## config.mk

```make
export PLATFORM = sky130hd
export DESIGN_NAME = pss_peak_ctrl
export DESIGN_NICKNAME = d
export VERILOG_FILES = /design/src/rtl/pss_pkg.sv /design/src/rtl/pss_peak_ctrl.sv
export SDC_FILE = /design/constraint.sdc
export NUM_CORES = 1
export LEC_CHECK = 0
export ABC_AREA = 1
export BUFFER_PORTS_ARGS = -buffer_cell sky130_fd_sc_hd__buf_2
export CAP_MARGIN = 30
export CORE_MARGIN = 4
export CORE_UTILIZATION = 35
export DETAILED_ROUTE_END_ITERATION = 7
export PLACE_DENSITY = 0.69
export SLEW_MARGIN = 10
export SYNTH_ARGS = -nofsm -noshare
export SYNTH_HDL_FRONTEND = slang
export SYNTH_SLANG_ARGS = --single-unit
```

## constraint.sdc

```tcl
create_clock -name clk_i -period 11 [get_ports clk_i]
set_input_delay 1.65 -clock clk_i [delete_from_list [all_inputs] [get_ports clk_i]]
set_output_delay 1.65 -clock clk_i [all_outputs]
set_load 0.02 [all_outputs]
```

## src/rtl/pss_pkg.sv

```systemverilog
// ~~~~~~~~~~~~~~~~~~~~~~~~~~~~~~
// PSS detector package: widths, window size and
// the tap tables of the three N_ID_2 sequences
// ~~~~~~~~~~~~~~~~~~~~~~~~~~~~~~

package pss_pkg;

    // correlation window and CFO split point
    localparam int PSS_LEN  = 16;
    localparam int HALF_LEN = PSS_LEN / 2;

    // number of candidate N_ID_2 sequences
    localparam int N_SEQ = 3;

    // sample word is {im, re}, each SAMPLE_W bits signed
    localparam int SAMPLE_W = 8;

    // tap components, signed
    localparam int TAP_W = 4;

    // product width plus one bit for the complex add, log2 growth over
    // the window, and one spare bit so no sum can overflow
    localparam int ACC_W = SAMPLE_W + TAP_W + 1 + $clog2(PSS_LEN) + 1;

    // unsigned magnitude estimate
    localparam int METRIC_W = ACC_W;

    localparam int CNT_W = 16;
    localparam int NID_W = 2;

    // tap tables, indexed [sequence][position]
    // position 0 multiplies the newest sample in the window
    localparam logic signed [TAP_W-1:0] TAP_RE [N_SEQ][PSS_LEN] = '{
        '{ 4'sd3, -4'sd1,  4'sd2, -4'sd3,  4'sd1,  4'sd3, -4'sd2, -4'sd1,
           4'sd2,  4'sd3, -4'sd3,  4'sd1, -4'sd1, -4'sd2,  4'sd3,  4'sd2},
        '{-4'sd2,  4'sd3,  4'sd1,  4'sd3, -4'sd3, -4'sd1,  4'sd2, -4'sd2,
           4'sd3, -4'sd1, -4'sd2,  4'sd2,  4'sd1,  4'sd3, -4'sd1, -4'sd3},
        '{ 4'sd1,  4'sd2,  4'sd3, -4'sd2, -4'sd1, -4'sd3,  4'sd3,  4'sd2,
          -4'sd3,  4'sd1,  4'sd2, -4'sd1,  4'sd3, -4'sd2, -4'sd3,  4'sd1}
    };

    localparam logic signed [TAP_W-1:0] TAP_IM [N_SEQ][PSS_LEN] = '{
        '{ 4'sd1,  4'sd3, -4'sd2, -4'sd1,  4'sd3, -4'sd2, -4'sd3,  4'sd2,
          -4'sd1,  4'sd2,  4'sd1, -4'sd3,  4'sd3,  4'sd1, -4'sd2,  4'sd3},
        '{ 4'sd3,  4'sd1, -4'sd3, -4'sd2, -4'sd1,  4'sd2,  4'sd3,  4'sd1,
          -4'sd2, -4'sd3,  4'sd2,  4'sd3, -4'sd3,  4'sd1,  4'sd2, -4'sd1},
        '{-4'sd3,  4'sd2,  4'sd1,  4'sd3, -4'sd2,  4'sd1, -4'sd1, -4'sd3,
           4'sd2,  4'sd3, -4'sd1, -4'sd2,  4'sd1,  4'sd3,  4'sd2, -4'sd3}
    };

    // the rows are short pseudo-random QPSK-like patterns with no
    // conjugate symmetry, so all correlators use full multiplication

endpackage

```

## src/rtl/pss_peak_ctrl.sv

```systemverilog
// ~~~~~~~~~~~~~~~~~~~~~~~~~~~~~~
// peak control: sample count, best branch select, detection
// ~~~~~~~~~~~~~~~~~~~~~~~~~~~~~~

module pss_peak_ctrl import pss_pkg::*; (
    input  logic                 clk_i,
    input  logic                 reset_ni,
    input  logic [METRIC_W-1:0]  metric0_i,
    input  logic [METRIC_W-1:0]  metric1_i,
    input  logic [METRIC_W-1:0]  metric2_i,
    input  logic [2*ACC_W-1:0]   c0_0_i,
    input  logic [2*ACC_W-1:0]   c0_1_i,
    input  logic [2*ACC_W-1:0]   c0_2_i,
    input  logic [2*ACC_W-1:0]   c1_0_i,
    input  logic [2*ACC_W-1:0]   c1_1_i,
    input  logic [2*ACC_W-1:0]   c1_2_i,
    input  logic                 branch_valid_i,
    input  logic [METRIC_W-1:0]  threshold_i,
    output logic [METRIC_W-1:0]  metric_o,
    output logic [NID_W-1:0]     n_id_2_o,
    output logic [2*ACC_W-1:0]   c0_o,
    output logic [2*ACC_W-1:0]   c1_o,
    output logic [CNT_W-1:0]     sample_index_o,
    output logic                 metric_valid_o,
    output logic                 detect_o
);

    logic [CNT_W-1:0]    cnt_q;

    logic [METRIC_W-1:0] best_metric;
    logic [NID_W-1:0]    best_nid;
    logic [2*ACC_W-1:0]  best_c0;
    logic [2*ACC_W-1:0]  best_c1;

    // strict compares keep the lower index on a tie
    always_comb begin
        best_metric = metric0_i;
        best_nid    = NID_W'(0);
        best_c0     = c0_0_i;
        best_c1     = c1_0_i;
        if (metric1_i > best_metric) begin
            best_metric = metric1_i;
            best_nid    = NID_W'(1);
            best_c0     = c0_1_i;
            best_c1     = c1_1_i;
        end
        if (metric2_i > best_metric) begin
            best_metric = metric2_i;
            best_nid    = NID_W'(2);
            best_c0     = c0_2_i;
            best_c1     = c1_2_i;
        end
    end

    // windows seen since reset; first one reports index 0
    always_ff @(posedge clk_i) begin
        if (!reset_ni) begin
            cnt_q <= '0;
        end else if (branch_valid_i) begin
            cnt_q <= cnt_q + 1'b1;
        end
    end

    // one pulse per window, detection in the same cycle
    always_ff @(posedge clk_i) begin
        if (!reset_ni) begin
            metric_valid_o <= 1'b0;
            detect_o       <= 1'b0;
        end else begin
            metric_valid_o <= branch_valid_i;
            detect_o       <= branch_valid_i && (best_metric > threshold_i);
        end
    end

    // reported values hold until the next window
    always_ff @(posedge clk_i) begin
        if (!reset_ni) begin
            metric_o       <= '0;
            n_id_2_o       <= '0;
            c0_o           <= '0;
            c1_o           <= '0;
            sample_index_o <= '0;
        end else if (branch_valid_i) begin
            metric_o       <= best_metric;
            n_id_2_o       <= best_nid;
            c0_o           <= best_c0;
            c1_o           <= best_c1;
            sample_index_o <= cnt_q;
        end
    end

endmodule

```

* After elaboration in Yosys (flattened, before gate mapping)
Cells that the tools add are included.
** Cells by class
- Multiplexer cells :: 8
- Magnitude comparators :: 3
- Add/subtract/negate cells :: 1
- Reductions and logical operators :: 1
** Operators with widths (number)
- two-way mux 36 bit :: 4
- greater-than comparator 18 bit :: 3
- two-way mux 18 bit :: 2
- adder 16 x 1 -> 16 bit, second input constant :: 1
- two-way mux 2 bit :: 1
- logical AND 1 bit :: 1
- two-way mux 1 bit :: 1
** Word-level totals
- Flip-flop bits (word level) :: 126
- Input port bits :: 291
- Logic and storage cells :: 21

* Logic depth before layout (Yosys ltp)
Gate-level depths: netlist of the first run.
- Depth after elaboration :: 6
- Gate-level depth with buffers :: 37

* Worst setup path after synthesis of the first run
OpenSTA, ideal clock, no wires.
- Path type :: input port to flip-flop
- Start :: input metric0_i[17]
- End :: register detect_o
- Path slack :: 5.708 ns
- Buffers on the path :: 4
- Stages :: 33
- Required time :: 10.885 ns
- Data arrival time :: 5.177 ns
- Cells stage by stage :: inv_1 ha_1 nand2_1 inv_1 a21oi_1 nand2_1 nor2_2 nand2_4 buf_12 buf_12 nand3_2 nand2_1 ha_1 nand2_1 inv_2 nand3_2 nor2_1 nand4_1 nand3_1 nand2_2 buf_6 buf_4 nand3_2 o21ai_0 ha_1 a21oi_1 nor2_1 a211oi_1 o21ai_0 nand2_1 a21oi_1 o21ai_0 inv_1
** Between the ends
- Cells in the longest elaborated chain, start to end :: 6
** Ends and longest elaborated chain
- start, declared :: RTL line pss_peak_ctrl.sv:8 : input logic [METRIC_W-1:0] metric0_i,
- greater-than comparator 18 bit :: RTL line pss_peak_ctrl.sv:41 : if (metric1_i > best_metric) begin
- two-way mux 18 bit (*) :: RTL line pss_peak_ctrl.sv:41
- greater-than comparator 18 bit :: RTL line pss_peak_ctrl.sv:47 : if (metric2_i > best_metric) begin
- two-way mux 18 bit (*) :: RTL line pss_peak_ctrl.sv:47
- net best_metric[7] :: RTL line pss_peak_ctrl.sv:30 : logic [METRIC_W-1:0] best_metric;
- greater-than comparator 18 bit (*) :: RTL line pss_peak_ctrl.sv:71 : detect_o <= branch_valid_i && (best_metric > threshold_i);
- logical AND 1 bit (*) :: RTL line pss_peak_ctrl.sv:71
- end signal, assigned :: RTL line pss_peak_ctrl.sv:71
- end, declared :: RTL line pss_peak_ctrl.sv:25 : output logic detect_o
Mark *: on every way through the listed nets, which the timed path passes. The rest lies on a longest branch.
A chain may end at the register's enable or synchronous reset.

* Worst setup path in the final report of the first run
- Start :: input metric0_i[5]
- End :: register detect_o
The elaborated chain is that of the path after synthesis.

==> results of run 1 <==
[synthesized netlist by cell type, drive strengths merged (7+ instances only)]
library cell,n,area [sq um]
nand3,263,1860
o21ai,42,210
nand4,7,43.8
clkbuf,25,93.8
o211ai,18,220
dfxtp,126,2520
a21oi,115,576
inv,205,772
nand2,346,1320
nor2,67,274
buf,62,606
ha,55,688
[metrics by stage]
| stage | total power (uW) | hold WS, ns |
|---|---|---|
| floorplan | 951 | 0.455 |
| global placement | 1100 | 0.449 |
| detailed placement | 1110 | 0.452 |
| CTS | 1700 | 0.462 |
| global route | 1800 | 0.477 |
| finish | 1690 | 0.458 |
[per-layer routing]
layer	routed length (microns)	track usage, %
met4	605	5.75
met1	13000	24.8
met5	13	0
met2	15000	33.4
met3	2590	4.92
[flip-flops by register name, summed over array words and instances (netlist names)]
| name | flops |
|---|---|
| c0_o | 36 |
| c1_o | 36 |
| metric_o | 18 |
| cnt_q | 16 |
| sample_index_o | 16 |
| n_id_2_o | 2 |
| detect_o | 1 |
| metric_valid_o | 1 |
[worst register-to-register path, cell delays in order (launching register included)]
cell and delay [ns]:
sky130_fd_sc_hd__dfxtp_1 0.39, sky130_fd_sc_hd__nand4_1 0.21, sky130_fd_sc_hd__nor2_1 0.21, sky130_fd_sc_hd__nand3_1 0.13
sky130_fd_sc_hd__nand3b_1 0.24, sky130_fd_sc_hd__nor2_1 0.25, sky130_fd_sc_hd__a21oi_1 0.10, sky130_fd_sc_hd__o21a_1 0.13
[cell families after synthesis]
logic type	Yosys count
DFF	126
adders and majority gates	55
AOI/OAI and AO/OA	189
and+or+nand+nor	696
xor gates and xnor gates	1
buffers and inverters	292
[path summary, 6_finish.rpt]
| check | cells past startpoint | from | endpoint | slack [ns] |
|---|---|---|---|---|
| worst max register to register | 7 | cnt_q[2]$_SDFFE_PN0P_ | cnt_q[11]$_SDFFE_PN0P_ | 9.24 |
| worst min-delay path | 2 | c0_o[10]$_SDFFE_PN0P_ | c0_o[10]$_SDFFE_PN0P_ | 0.46 |
| worst min register to register | 2 | c0_o[10]$_SDFFE_PN0P_ | c0_o[10]$_SDFFE_PN0P_ | 0.46 |
| worst max-delay path | 32 | metric0_i[5] | detect_o$_SDFF_PN0_ | 3.82 |
[layout make-up]
class,instances,area [sq um]
antenna,1,2.50
clock buffer,18,429
clock inverter,14,184
fill,2724,14400
inverter,205,773
multi-input combinational,941,5400
sequential,126,2520
tap,335,419
timing repair buffer,409,2120
[power breakdown]
part           internal (uW)  switching (uW)  leakage [uW]
Combinational            209             376       0.00515
Sequential               500            21.9       0.00104
Clock                    361             226      0.000292
[cells in the final DEF, fill, tap and decap left out, types with 5 or more instances in the layout]
cell	count
sky130_fd_sc_hd__buf_2	399
sky130_fd_sc_hd__nand2_1	342
sky130_fd_sc_hd__inv_1	201
sky130_fd_sc_hd__nand3_1	155
sky130_fd_sc_hd__dfxtp_1	126
sky130_fd_sc_hd__a21oi_1	115
sky130_fd_sc_hd__nand3_2	107
sky130_fd_sc_hd__nor2_1	60
sky130_fd_sc_hd__ha_1	55
sky130_fd_sc_hd__o21ai_0	41
sky130_fd_sc_hd__o211ai_2	17
sky130_fd_sc_hd__clkbuf_16	17
sky130_fd_sc_hd__nand4_1	7
sky130_fd_sc_hd__buf_4	7
sky130_fd_sc_hd__nor3_1	6
sky130_fd_sc_hd__nor2_2	6
sky130_fd_sc_hd__clkinv_4	6
sky130_fd_sc_hd__o21a_1	5
==> impl_metrics.py, run 1 <==
metrics = {
    "outcome": {
        "status": "finished, final reports clean",
    },
    "synth": {
        "count_of_synthesis_stage_warnings_from_yosys": 0,
        "post_synth_num_cell_types": 38,
        "synth-edff-count": 0,
        "synth-async-reset-ratio_pct": 0,
        "syn-instance-count": 1359,
        "synth_top_flop_cell": "sky130_fd_sc_hd__dfxtp_1",
        "avg_synthesized_cell_area_sq_um": 6.90,
        "postSynthRegisterBits": 126,
        "synth_sequential_area_ratio_pct": 26.9,
        "xor_xnor_share_of_the_synthesized_area_pct": 0.0934,
        "main_combinational_cell_family_by_area_after_synthesis": "simple AND/OR/NAND/NOR gates",
        "number_of_nets_in_the_synthesized_netlist": 1705,
        "synth_mux_area_share_pct": 0,
        "netlist_area_sq_mm": 0.00938,
        "synthSimpleGateAreaFrac_pct": 38.1,
        "synthesized_area_fraction_occupied_by_adder_cells_pct": 7.34,
        "synth_compound_gate_area_share_pct": 11.8,
    },
    "clock_tree": {
        "cts_tree": "yes",
        "cts_post_setup_buffers_inserted": 0,
        "clock_sink_count": 126,
        "clock_tree.buffer_depth": 2,
        "cts-hold-fix-buffers": 0,
        "clock_slew_at_reported_path_ffs_ns": 0.05,
        "cts_root_buffer": "sky130_fd_sc_hd__clkbuf_16",
        "clkLatencyLatePin_ns": 0.41,
        "clock_tree.htree_level_count": 4,
        "numCtsBuffers": 17,
        "cts-resized-gates": 0,
    },
    "finish": {
        "finalNonFillerCells": 2049,
        "finish.utilization_pct": 45.2,
        "final_design_area_no_fill_sq_mm": 0.0119,
        "syn_to_final_growth_pct": 26.4,
        "fin_nets": 2046,
        "drive_gt1_share_pct": 34.0,
    },
    "hold_path": {
        "timing.hold.worst.class": "reg -> reg",
    },
    "setup_path": {
        "worstPathRequired_ns": 11.30,
        "critical_path.startpoint_type": "input port",
        "cp_class": "in -> reg",
        "crit_arrival_ns": 7.48,
        "critPathBufInv": 5,
        "worst-path-max-fanout": 65,
        "largest_stage_delay_worst_path_ns": 0.60,
        "timing.critical_path.to_type": "flop",
        "timing.critical_path.max_delay_family": "simple AND/OR/NAND/NOR gates",
        "most_common_cell_type_on_the_critical_path": "sky130_fd_sc_hd__nand2_1",
        "crit_slowest_cell": "sky130_fd_sc_hd__nand2_4",
    },
    "placed_design": {
        "place.port_buffers": 400,
        "preCtsSetupSlack_ns": 2.57,
        "routabilityCongestion": 0.883,
        "detailed_place_hpwl_microns": 23500,
        "dp.cells": 2013,
        "place_area_sq_mm": 0.0112,
    },
    "timing": {
        "fin_ws_ns": 3.82,
        "timing.final.crit_share_pct": 65.3,
        "finalSetupViolations": 0,
        "rsz0062_at_grt": "no",
        "final_max_slew_viol_count": 0,
        "maxClockFrequency_ghz": 0.139,
        "slew-limit-headroom_pct": 39.8,
        "worst_pin_slew_ns": 0.903,
        "post-route-min-period_ns": 7.18,
        "finClkSkew_ns": 0.0112,
        "timing.setup.tns_ns": 0,
        "hold_violations": 0,
    },
    "pwr": {
        "worst_ir_drop_vdd_mv": 0.106,
        "power.static_leakage_uw": 0.00648,
        "pwr_density_cell_mw_per_mm2": 143,
    },
    "floorplan": {
        "design.portCount": 401,
        "die_height_microns": 172,
        "rows": 59,
        "core_area_sq_mm": 0.0262,
        "die_x_microns": 172,
        "die_area_sq_mm": 0.0295,
        "initial_core_util_pct": 35.8,
    },
    "global_route": {
        "first_pass_grt_wire_length_microns": 47200,
        "vias_in_the_first_global_route": 9322,
        "pin_count_of_the_biggest_net_entering_global_routing": 91,
        "grt_antenna_before_repair": 1,
        "groute.usage.overall_pct": 19.7,
        "globalRouteOverflowTotal": 0,
    },
    "route": {
        "finalWirelength_microns": 31200,
        "vias": 10000,
        "drt_first_iter_violations": 616,
        "post_route_drc_violation_count": 0,
        "drt-wirelength-per-cell_microns": 15.2,
        "vias_per_cell": 4.89,
        "postRouteAntennaNets": 0,
        "first_pass_iters": 5,
    },
    "job": {
        "maxCapViolations": 0,
    },
}
Power figures use the tool's default switching activity.
==> run 2, diff against run 1 <==
Settings changed: ABC_AREA 1 to 0, PLACE_DENSITY 0.69 to 0.71.
Clock period 11 ns to 7 ns, I/O delays scaled along.
==> run 2 against run 1 <==
Register-to-register slack worse by 3.8 ns. Combinational power is 23% higher. Non-clock buffer count stayed put. Critical path depth is 7 lower. Sequential share of layout area is 2.4 points higher. Synthesized area is 15% lower. Setup slack worse by 2.7 ns. Cell area is 10% lower. Die area is 14% lower. Critical endpoint unchanged.
==> impl_metrics.py, run 2 <==
metrics = {
    "pwr": {
        "pwr_density_cell_mw_per_mm2": 229,
        "worst_ir_drop_vdd_mv": 0.156,
        "power.switching_fraction_pct": 34.7,
        "comb_power_share_pct": 29.4,
        "power.share.clock_pct": 36.6,
        "internal_power_uw": 1590,
        "p_seq_share_pct": 34.0,
        "power.total_uw": 2440,
        "power.static_leakage_uw": 0.00505,
        "p_sw_uw": 846,
    },
    "synth": {
        "netlist_area_sq_mm": 0.00797,
        "synth_top_cell_area_share_pct": 31.6,
        "avg_synthesized_cell_area_sq_um": 9.10,
        "number_of_nets_in_the_synthesized_netlist": 1222,
        "synth.cells.most_frequent": "sky130_fd_sc_hd__dfxtp_1, sky130_fd_sc_hd__nand3_1, sky130_fd_sc_hd__mux2i_1",
        "count_of_synthesis_stage_warnings_from_yosys": 0,
        "synth-async-reset-ratio_pct": 0,
        "yosys.cell_count.top_type": "sky130_fd_sc_hd__dfxtp_1",
        "synth_sequential_area_ratio_pct": 31.6,
        "postSynthRegisterBits": 126,
        "syn-instance-count": 876,
        "post_synth_num_cell_types": 40,
        "synth-edff-count": 0,
        "synth_top_flop_cell": "sky130_fd_sc_hd__dfxtp_1",
        "synth_largest_area_cell": "sky130_fd_sc_hd__dfxtp_1",
        "synth.top_cells.by_area": "sky130_fd_sc_hd__dfxtp_1, sky130_fd_sc_hd__mux2i_1, sky130_fd_sc_hd__o221ai_1, sky130_fd_sc_hd__ha_1, sky130_fd_sc_hd__nand3b_1",
    },
    "timing": {
        "final_max_slew_viol_count": 0,
        "slew-limit-headroom_pct": 37.2,
        "hold_violations": 0,
        "maxClockFrequency_ghz": 0.169,
        "finClkSkew_ns": 0.0111,
        "post-route-min-period_ns": 5.91,
        "worst_pin_slew_ns": 0.942,
        "finalSetupViolations": 0,
        "fin_ws_ns": 1.09,
        "timing.final.crit_share_pct": 84.5,
        "rsz0062_at_grt": "no",
        "timing.setup.tns_ns": 0,
    },
    "finish": {
        "most-common-layout-cells": "sky130_fd_sc_hd__buf_2, sky130_fd_sc_hd__dfxtp_1, sky130_fd_sc_hd__nand3_1",
        "final_design_area_no_fill_sq_mm": 0.0107,
        "fin_nets": 1569,
        "diodes": 0,
        "syn_to_final_growth_pct": 33.7,
        "area.sequential_sq_mm": 0.00252,
        "multi_input_comb_area_sq_mm": 0.00497,
        "most_common_cell_after_layout_fill_and_taps_aside": "sky130_fd_sc_hd__buf_2",
        "fillerInstances": 2146,
        "reg.largest.list": "c0_o x36, c1_o x36, metric_o x18",
        "drive_gt1_share_pct": 38.3,
    },
    "placed_design": {
        "detailed_place_hpwl_microns": 20000,
        "place.port_buffers": 400,
        "preCtsSetupSlack_ns": 0.638,
        "place_area_sq_mm": 0.0101,
        "routabilityCongestion": 0.878,
    },
    "setup_path": {
        "worstPathRequired_ns": 7.29,
        "critical_path.startpoint_type": "input port",
        "worst-path-max-fanout": 41,
        "timing.critical_path.to_type": "flop",
        "setup.reg_to_reg.worst_slack_ns": 5.41,
        "crit_arrival_ns": 6.20,
        "cp_class": "in -> reg",
    },
    "route": {
        "post_route_drc_violation_count": 0,
        "drt-wirelength-per-cell_microns": 17.5,
        "drt_first_iter_violations": 471,
        "vias_per_cell": 5.39,
        "vias": 8173,
        "first_pass_iters": 5,
        "finalWirelength_microns": 26500,
        "postRouteAntennaNets": 0,
    },
    "floorplan": {
        "rows": 54,
        "die_area_sq_mm": 0.0253,
        "die_x_microns": 159,
        "die_height_microns": 159,
        "design.portCount": 401,
        "initial_core_util_pct": 36.1,
        "core_area_sq_mm": 0.0221,
    },
    "clock_tree": {
        "clock_tree.htree_level_count": 4,
        "cts_tree": "yes",
        "clock_tree.buffer_depth": 2,
        "clock_sink_count": 126,
        "clkLatencyLatePin_ns": 0.41,
        "cts_post_setup_buffers_inserted": 0,
        "cts_root_buffer": "sky130_fd_sc_hd__clkbuf_16",
        "numCtsBuffers": 17,
        "clock_slew_at_reported_path_ffs_ns": 0.06,
        "cts-hold-fix-buffers": 0,
        "cts-resized-gates": 0,
    },
    "outcome": {
        "status": "finished, final reports clean",
    },
    "global_route": {
        "vias_in_the_first_global_route": 8174,
        "groute.usage.overall_pct": 19.9,
        "grt_antenna_before_repair": 0,
        "pin_count_of_the_biggest_net_entering_global_routing": 124,
        "first_pass_grt_wire_length_microns": 41900,
        "globalRouteOverflowTotal": 0,
    },
    "hold_path": {
        "timing.hold.worst.class": "reg -> reg",
    },
    "job": {
        "maxCapViolations": 0,
    },
}
-- run 2: changes by cell type after synthesis, sizes merged, moves of 81 or more --
cell    delta
nand2    -331
mux2i    +108
a21oi     -81
nand3b    +88
o221ai    +89
nand3    -163
inv      -167
-- run 2: logic make-up (layout without fill, tap and decap cells) --
logic type | count (synthesis) | in the layout | share of synthesized area [%]
compound gates | 156 | 156 | 15.5
xor+xnor | 13 | 13 | 1.43
fa+ha+maj | 55 | 55 | 8.63
buf+inv | 119 | 479 | 6.36
flops | 126 | 126 | 31.6
mux | 109 | 109 | 14.5
simple gates | 298 | 298 | 22.0
-- run 2: stage by stage --
| step | instances | hold WS, ns | utilization [%] |
|---|---|---|---|
| 2_1_floorplan | 876 | 0.473 | - |
| 3_3_place_gp | 1484 | 0.445 | 45.6 |
| 3_5_place_dp | 1484 | 0.465 | 45.6 |
| 4_1_cts | 1516 | 0.473 | 48.2 |
| 5_1_grt | 1516 | 0.499 | 48.2 |
| 6_report | 1516 | 0.464 | 48.2 |
-- run 2: final timing paths --
kind / startpoint / end / cells past startpoint
max reg2reg: cnt_q[2]$_SDFFE_PN0P_ / cnt_q[11]$_SDFFE_PN0P_ / 5
min: n_id_2_o[0]$_SDFFE_PN0P_ / n_id_2_o[0]$_SDFFE_PN0P_ / 2
min reg2reg: n_id_2_o[0]$_SDFFE_PN0P_ / n_id_2_o[0]$_SDFFE_PN0P_ / 2
max: metric0_i[9] / detect_o$_SDFF_PN0_ / 25
-- run 2: metal layers --
metal  vias to the layer above  global-route usage (%)  wire (microns)
met1                      3827                    23.9           10900
met5                         -                       0               0
met4                         0                    5.64             472
li1                       3992                       -               -
met2                       326                    35.3           13200
met3                        28                    4.87            1840
-- run 2: critical path, stage by stage --
cell	delay, ns
sky130_fd_sc_hd__buf_2	0.09
sky130_fd_sc_hd__inv_1	0.04
sky130_fd_sc_hd__ha_1	0.34
sky130_fd_sc_hd__nand4_1	0.16
sky130_fd_sc_hd__nor2_1	0.06
sky130_fd_sc_hd__and4_1	0.23
sky130_fd_sc_hd__nand2b_1	0.19
sky130_fd_sc_hd__o22ai_4	0.32
sky130_fd_sc_hd__buf_4	0.37
sky130_fd_sc_hd__mux2i_2	0.36
sky130_fd_sc_hd__ha_1	0.34
sky130_fd_sc_hd__nand3_1	0.10
sky130_fd_sc_hd__nor3_1	0.07
sky130_fd_sc_hd__a2111oi_2	0.41
sky130_fd_sc_hd__o21a_4	0.50
sky130_fd_sc_hd__nor2_1	0.07
sky130_fd_sc_hd__a21oi_1	0.14
sky130_fd_sc_hd__ha_1	0.26
sky130_fd_sc_hd__nor2b_1	0.13
sky130_fd_sc_hd__o21a_1	0.16
sky130_fd_sc_hd__o21a_1	0.16
sky130_fd_sc_hd__o21ai_0	0.20
sky130_fd_sc_hd__a21oi_1	0.10
sky130_fd_sc_hd__nor4_1	0.22
sky130_fd_sc_hd__o21ai_0	0.12
-- run 2: cell type report --
class                      instances  share of cell area [%]
clock buffer                      17                    3.99
multi-input combinational        631                    46.6
clock inverter                    15                    1.54
timing repair buffer             409                    19.5
inverter                          38                    1.34
sequential                       126                    23.7
tap                              280                    3.29
-- run 2: power by group through the flow --
stage | registers (uW) | logic [uW] | clock network (uW)
floorplan | 925 | 380 | 0
global placement | 840 | 708 | 0
detailed placement | 841 | 720 | 0
CTS | 828 | 721 | 919
global route | 837 | 783 | 952
finish | 828 | 717 | 892
==> run 3, diff against run 2 <==
Settings changed: ABC_AREA 0 to 1.
Clock period 7 ns to 5.1 ns, I/O delays scaled along.
==> run 3 against run 2 <==
Combinational power grew 84%. Critical path depth grew 7. Worst hold slack lost 0.0052 ns. Wire length grew 21%. Clock-buffer cell count grew 1. Clock power grew 42%. Non-clock buffer count grew 19. Cell area grew 13%. Core utilization shrank 2.4 points. Global-route usage grew 0.22 points. Critical endpoint unchanged.
==> impl_metrics.py, run 3 (synthesized netlist as in run 1, its figures left out) <==
metrics = {
    "route": {
        "drt-wirelength-per-cell_microns": 15.5,
        "finalWirelength_microns": 32100,
        "post_route_drc_violation_count": 0,
        "drt_first_iter_violations": 569,
        "postRouteAntennaNets": 0,
        "first_pass_iters": 5,
        "vias": 10100,
        "vias_per_cell": 4.88,
    },
    "floorplan": {
        "die_height_microns": 172,
        "die_x_microns": 172,
        "initial_core_util_pct": 35.8,
        "core_area_sq_mm": 0.0262,
        "design.portCount": 401,
        "rows": 59,
        "die_area_sq_mm": 0.0295,
    },
    "setup_path": {
        "cp_class": "in -> reg",
        "worst-path-max-fanout": 20,
        "most_common_cell_type_on_the_critical_path": "sky130_fd_sc_hd__nand2_1",
        "largest_stage_delay_worst_path_ns": 0.30,
        "critical_path.startpoint": "metric0_i[9]",
        "crit_arrival_ns": 4.94,
        "crit_slowest_cell": "sky130_fd_sc_hd__ha_1",
        "r2r.worst_path.cells": 7,
        "setup.worst_path.end": "detect_o$_SDFF_PN0_",
        "regToRegEndpoint": "cnt_q[11]$_SDFFE_PN0P_",
        "timing.critical_path.to_type": "flop",
        "setup.reg_to_reg.worst_slack_ns": 3.38,
        "critical_path.startpoint_type": "input port",
        "worstPathRequired_ns": 5.40,
        "reg2reg_from": "cnt_q[2]$_SDFFE_PN0P_",
    },
    "timing": {
        "finalSetupViolations": 0,
        "worst_pin_slew_ns": 0.838,
        "maxClockFrequency_ghz": 0.215,
        "timing.final.crit_share_pct": 91.0,
        "hold_violations": 0,
        "finClkSkew_ns": 0.00990,
        "hold-worst-slack_ns": 0.459,
        "post-route-min-period_ns": 4.64,
        "final_max_slew_viol_count": 0,
        "slew-limit-headroom_pct": 44.2,
        "timing.setup.tns_ns": 0,
    },
    "finish": {
        "drive_gt1_share_pct": 34.9,
        "syn_to_final_growth_pct": 28.0,
        "reg.largest.list": "c0_o x36, c1_o x36, metric_o x18",
        "finish.utilization_pct": 45.8,
        "fin_nets": 2067,
        "most-common-layout-cells": "sky130_fd_sc_hd__buf_2, sky130_fd_sc_hd__nand2_1, sky130_fd_sc_hd__inv_1",
        "most_common_cell_after_layout_fill_and_taps_aside": "sky130_fd_sc_hd__buf_2",
        "diodes": 0,
    },
    "clock_tree": {
        "clkLatencyLatePin_ns": 0.41,
        "clock_slew_at_reported_path_ffs_ns": 0.06,
        "cts_tree": "yes",
        "cts_root_buffer": "sky130_fd_sc_hd__clkbuf_16",
        "clock_tree.htree_level_count": 4,
        "numCtsBuffers": 17,
        "clock_tree.buffer_depth": 2,
        "clock_sink_count": 126,
    },
    "hold_path": {
        "timing.hold.worst.class": "reg -> reg",
    },
    "global_route": {
        "grt_antenna_before_repair": 0,
        "pin_count_of_the_biggest_net_entering_global_routing": 75,
        "vias_in_the_first_global_route": 9482,
        "globalRouteOverflowTotal": 0,
        "first_pass_grt_wire_length_microns": 48000,
        "groute.usage.overall_pct": 20.1,
    },
    "placed_design": {
        "place.port_buffers": 400,
        "detailed_place_hpwl_microns": 24800,
        "routabilityCongestion": 0.912,
    },
    "pwr": {
        "worst_ir_drop_vdd_mv": 0.214,
        "pwr_density_cell_mw_per_mm2": 309,
        "power.static_leakage_uw": 0.00657,
    },
    "job": {
        "maxCapViolations": 0,
    },
    "outcome": {
        "status": "finished, final reports clean",
    },
}
## run 3: routing by layer
layer	vias up	global-route usage (%)	wire length (microns)
met2	376	35.3	15700
met5	-	0	0
met1	4581	24.7	13000
li1	5099	-	-
met4	0	5.48	636
met3	39	4.57	2700
## run 3: timing repair
action	4_1_cts	5_1_grt
resized for setup	0	3
setup buffers	0	9
setup endpoints to repair	0	1
hold buffers	0	0
## run 3: worst max-delay path, delay by kind of cell
family | cells | cell delay (ns)
AO/OA/AOI/OAI | 5 | 0.56
AND/OR/NAND/NOR | 19 | 2.19
adder cells (fa/ha/maj) | 3 | 0.87
buffers and inverters | 5 | 0.56
## run 3: report_power, final
group | internal, uW | total (uW) | switching, uW
Sequential | 1080 | 1120 | 46.5
Combinational | 485 | 1320 | 836
Clock | 780 | 1270 | 488
Total | 2340 | 3710 | 1370
## run 3: how the worst min path moves through the flow
stage / startpoint / endpoint / slack, ns / depth (start not counted)
after floorplan: cnt_q[12]$_SDFFE_PN0P_ / cnt_q[12]$_SDFFE_PN0P_ / 0.45 / 2
after global placement: c0_o[13]$_SDFFE_PN0P_ / c0_o[13]$_SDFFE_PN0P_ / 0.45 / 2
after detailed placement: c1_o[18]$_SDFFE_PN0P_ / c1_o[18]$_SDFFE_PN0P_ / 0.45 / 2
after CTS: c1_o[29]$_SDFFE_PN0P_ / c1_o[29]$_SDFFE_PN0P_ / 0.46 / 2
after global routing: c0_o[12]$_SDFFE_PN0P_ / c0_o[12]$_SDFFE_PN0P_ / 0.48 / 2
final: c0_o[5]$_SDFFE_PN0P_ / c0_o[5]$_SDFFE_PN0P_ / 0.46 / 2
## run 3: per-stage QoR
stage	instance area (sq um)	instances	setup slack [ns]	total power, uW
after detailed placement	11300	2026	-0.140	2420
after global placement	11300	2026	-0.122	2400
after floorplan	9380	1359	0.693	2050
after CTS	11900	2058	0.288	3710
after global routing	12000	2069	-0.00981	3950
final	12000	2069	0.458	3710
## run 3: final cells by class
| cell class | count | area, sq um |
|---|---|---|
| clock inverter | 14 | 180 |
| tap | 335 | 419 |
| fill | 2689 | 14200 |
| clock buffer | 18 | 429 |
| timing repair buffer | 428 | 2240 |
| inverter | 205 | 773 |
| multi-input combinational | 943 | 5440 |
| sequential | 126 | 2520 |
